### config.mk
export PLATFORM = sky130hd
export DESIGN_NAME = regFile
export DESIGN_NICKNAME = d
export VERILOG_FILES = /design/src/logic/rvCorePkg.sv /design/src/logic/regFile.sv
export VERILOG_INCLUDE_DIRS = /design/src /design/src/logic
export SDC_FILE = /design/constraint.sdc
export NUM_CORES = 2
export LEC_CHECK = 0
export BUFFER_PORTS_ARGS = -buffer_cell sky130_fd_sc_hd__buf_2
export CAP_MARGIN = 20
export CORE_AREA = 10 10 346 348
export CTS_BUF_LIST = sky130_fd_sc_hd__clkbuf_4 sky130_fd_sc_hd__clkbuf_8
export CTS_CLUSTER_SIZE = 10
export DETAILED_ROUTE_END_ITERATION = 8
export DIE_AREA = 0 0 356 358
export PLACE_DENSITY = 0.68
export SETUP_SLACK_MARGIN = 0.3
export SYNTH_ARGS = -nofsm -noshare
export SYNTH_HDL_FRONTEND = slang
export SYNTH_SLANG_ARGS = --single-unit
### constraint.sdc
create_clock -name clk -period 2.2 [get_ports clk]
set_clock_uncertainty 0.05 [all_clocks]
set_input_delay 0.44 -clock clk [delete_from_list [all_inputs] [get_ports clk]]
set_output_delay 0.44 -clock clk [all_outputs]
set_load 0.01 [all_outputs]
### src/logic/rvCoreDefines.svh
`ifndef RV_CORE_DEFINES_SVH
`define RV_CORE_DEFINES_SVH

// datapath width
`define XLEN 32

// first fetch address after reset
`define RESET_PC 32'h0000_0000

// data memory size in 32-bit words
`define DMEM_WORDS 256

// machine CSR addresses
`define CSR_MSTATUS 12'h300
`define CSR_MTVEC   12'h305
`define CSR_MEPC    12'h341
`define CSR_MCAUSE  12'h342

`endif

### src/logic/rvCorePkg.sv
package rvCorePkg;

  `include "rvCoreDefines.svh"

  typedef logic [`XLEN-1:0] wordT;
  typedef logic [4:0]       regIdxT;
  typedef logic [11:0]      csrIdT;

  // alu operations
  // andN clears the bits of b that are set in a (CSRRC)
  typedef enum logic [3:0] {
    aluAdd,
    aluSub,
    aluSll,
    aluSlt,
    aluSltu,
    aluXor,
    aluSrl,
    aluSra,
    aluOr,
    aluAnd,
    aluPassA,
    aluPassB,
    aluAndN
  } aluOpT;

  // second alu operand
  typedef enum logic [1:0] {
    bSelRs2 = 2'b00,
    bSelImm = 2'b01,
    bSelCsr = 2'b10
  } aluBSelT;

  // register writeback source
  typedef enum logic [1:0] {
    wbMem = 2'b00,
    wbAlu = 2'b01,
    wbPc4 = 2'b10,
    wbCsr = 2'b11
  } wbSelT;

  typedef enum logic [2:0] {
    immI,
    immS,
    immB,
    immU,
    immJ
  } immTypeT;

  // values follow the load funct3 encoding
  typedef enum logic [2:0] {
    extB  = 3'b000,
    extH  = 3'b001,
    extW  = 3'b010,
    extBu = 3'b100,
    extHu = 3'b101
  } memExtT;

endpackage

### src/logic/regFile.sv
`timescale 1ns/1ps

module regFile import rvCorePkg::*; (
  input  logic   clk,
  input  logic   rstN,
  input  logic   wen,
  input  regIdxT waddr,
  input  wordT   wdata,
  input  regIdxT raddr1,
  input  regIdxT raddr2,
  output wordT   rdata1,
  output wordT   rdata2
);

  wordT regs [32];

  always_ff @(posedge clk or negedge rstN) begin
    if (!rstN) begin
      for (int i = 0; i < 32; i++) begin
        regs[i] <= '0;
      end
    end else if (wen && (waddr != 5'd0)) begin
      regs[waddr] <= wdata;
    end
  end

  // x0 is never written so it reads zero
  assign rdata1 = regs[raddr1];
  assign rdata2 = regs[raddr2];

endmodule

==> impl_metrics.py <==
metrics = {
    "outcome": {
        "violations": "setup timing",
        "status": "complete, but fails checks",
    },
    "logic_synthesis": {
        "ys_warn_count": 0,
        "synth_adder_area_share": 0,
        "synth-edff-count": 0,
        "ys_types": 28,
        "synth_top_area_cell": "dfrtp_1",
        "ys_ff_latch": 1024,
        "syn_area_per_cell_sq_um": 12.16,
        "synthTopCellsByArea": "dfrtp_1 46%, mux2_2 19%, mux2i_1 18%",
        "synthMuxAreaShare": 0.3829,
        "syn_inst": 4601,
        "yosys.area_share.simple": 0.04395,
        "synth_ff_type": "dfrtp_1",
        "synth_top_family_by_area": "multiplexers",
        "synth_compound_area_frac": 0.07014,
        "ys_seq_area_frac": 0.4581,
        "synth_top_cell_area_share": 0.4581,
        "synth_xor_area_frac": 0,
        "async_reset_ff_frac": 1.000,
        "syn_nets": 4651,
        "syn-cell-area_sq_um": 55940,
    },
    "floorplanning": {
        "die_w_microns": 356,
        "dieArea_sq_um": 127400,
        "die_h_microns": 358,
        "rows": 123,
        "start_util": 0.4980,
        "core_sq_um": 112300,
        "ios": 114,
    },
    "cts": {
        "cts_tree": "built",
        "h-tree-depth": 4,
        "root_buffer": "clkbuf_8",
        "cts_made_buffers": 173,
        "ctsLongestPathBuffers": 3,
        "clock_latency_ns": 0.85,
        "path_clk_slew_ns": 0.06,
        "clock_sinks": 1024,
    },
    "layout": {
        "layoutNonFillerInstCount": 6583,
        "drive_gt1_frac": 0.4117,
        "top_regs": "regs (1024)",
        "layout_commonest_cell": "dfrtp_1",
        "largest_reg_flops": 1024,
        "largest-register": "regs",
        "final_cell_mix": "1,024 x dfrtp_1, 1,022 x mux2i_1, 953 x mux2_2",
        "syn_to_final_growth_pct": 20.43,
        "final_nets": 4991,
    },
    "worst_setup_path": {
        "arrival_ns": 2.39,
        "worstPathRequired_ns": 1.71,
        "crit_chain": "mux2i_1 -> a22o_1 -> nor3_2 -> buf_4 -> a31oi_4 -> buf_6 -> nand3_4 -> buf_6 -> buf_6",
        "cp_max_fo": 3,
        "path_class": "flop to output port",
        "cp_num_buf_inv": 4,
        "end_kind": "output port",
        "startpoint_type": "flop",
        "crit_slowest_cell": "dfrtp_1",
        "path_common_cell": "buf_6",
        "cp_top_family": "buffers and inverters",
        "max_stage_delay_ns": 0.39,
    },
    "job": {
        "max_cap_violations": 0,
    },
    "sta": {
        "min_period_over_period": 1.307,
        "max_freq_ghz": 0.3477,
        "rsz0062_at_grt": "true",
        "finalSetupViolCount": 64,
        "slew_headroom": 0.5472,
        "whs_ns": 0.07412,
        "setup_slack_ns": -0.6760,
        "drv_slew": 0,
        "finalHoldViolations": 0,
        "tightest_slew_ns": 0.6791,
        "finalCriticalPeriod_ns": 2.876,
    },
    "power": {
        "p_leak_nw": 32.12,
        "finalPower_mw": 55.89,
        "peakVddDrop_uv": 596.8,
        "power_density_nw_per_um2": 829.7,
    },
    "placed_design": {
        "io_buffers": 113,
        "dp_cells": 6244,
        "preCtsSetupSlack_ns": -0.6427,
        "dp_hpwl_microns": 113700,
        "gp_congestion": 0.8697,
    },
    "routing": {
        "via_per_inst": 6.207,
        "firstDrtPassIters": 6,
        "drt-total-wl_microns": 178100,
        "drc": 0,
        "via_count": 40860,
        "wire_per_inst_microns": 27.05,
        "drt_iter0_drc": 3367,
        "drtAntennaViolNets": 0,
    },
    "hold_path": {
        "hp-class": "primary input to async pin",
    },
    "global_route": {
        "grt_start_max_net_pins": 72,
        "antenna_found_initial": 11,
        "groute.usage.overall": 0.2736,
        "gr-total-overflow": 0,
        "grt_pass1_wl_microns": 267600,
        "grt_pass1_vias": 42250,
    },
}
==> synthesized netlist by cell type, types with 2 or more instances <==
master and n:
nand2_1 210, clkbuf_1 224, nand2b_1 4, a22oi_1 192, a21oi_1 192, nor3_1 65, a22o_1 128, mux2i_1 1024
nand3_1 194, dfrtp_1 1024, a31oi_1 64, mux2_1 39, nor3b_2 3, nor2b_1 4, or2_2 3, nor2_1 3
nor2_4 16, buf_6 48, and2_1 2, buf_4 64, nand3b_1 4, buf_2 111, buf_1 26, mux2_2 953
==> cells by family (layout without fill, tap and decap cells) <==
kind of cell           after synthesis  in the layout
muxes                             2016           2016
DFF                               1024           1024
AOI/OAI and AO/OA                  576            576
and+or+nand+nor                    512            512
buffers and inverters              473            949
other                                0              6
==> report_power, final <==
group          internal [mW]  switching [mW]  leakage (nW)
Combinational           6.55            5.53          17.0
Clock                   10.5            8.07          2.01
Sequential              22.4            2.79          13.1
==> layer usage <==
metal	track usage	vias up	share of wire
met5	0	-	0
met4	0.1027	0	0.034
met3	0.04856	396	0.067
met2	0.4440	1539	0.47
met1	0.3639	21240	0.43
li1	-	17680	-
==> final timing paths <==
kind	startpoint	endpoint	slack, ns	cells past startpoint
setup / recovery	regs[786]	rdata1[18]	-0.68	9
hold / removal	rstN	regs[564]	0.07	2
setup reg to reg	regs[796]	regs[796]	1.14	3
hold reg to reg	regs[1005]	regs[1005]	0.35	0
max in group asynchronous	rstN	regs[558]	1.06	3
min in group clk	wdata[5]	regs[709]	0.16	2
==> cell type report <==
| class | count | area [sq um] |
|---|---|---|
| flip-flops and latches | 1024 | 25620 |
| well taps | 1500 | 1877 |
| fillers | 9053 | 44980 |
| multi-input cells | 3104 | 28940 |
| clock inverters | 26 | 221.5 |
| clock buffers | 285 | 3560 |
| repair buffers | 638 | 7132 |
| diodes | 6 | 15.01 |
==> metrics by stage <==
step	area, sq um	utilization	setup TNS [ns]
finish	67370	0.5997	-32.25
global route	67360	0.5996	-37.89
CTS	66910	0.5956	-36.13
detailed placement	61930	0.5513	-26.95
global placement	61930	0.5513	-26.12
floorplan	56470	-	0
==> repair_timing <==
item / 4_1_cts / 5_1_grt
hold buffers: 2 / 0
setup buffers: 8 / 12
pin swaps: 106 / 95
gates resized for setup: 207 / 59
endpoints found under the hold margin: 432 / 0
setup endpoints to repair: 64 / 64
Power figures use the tool's default switching activity.
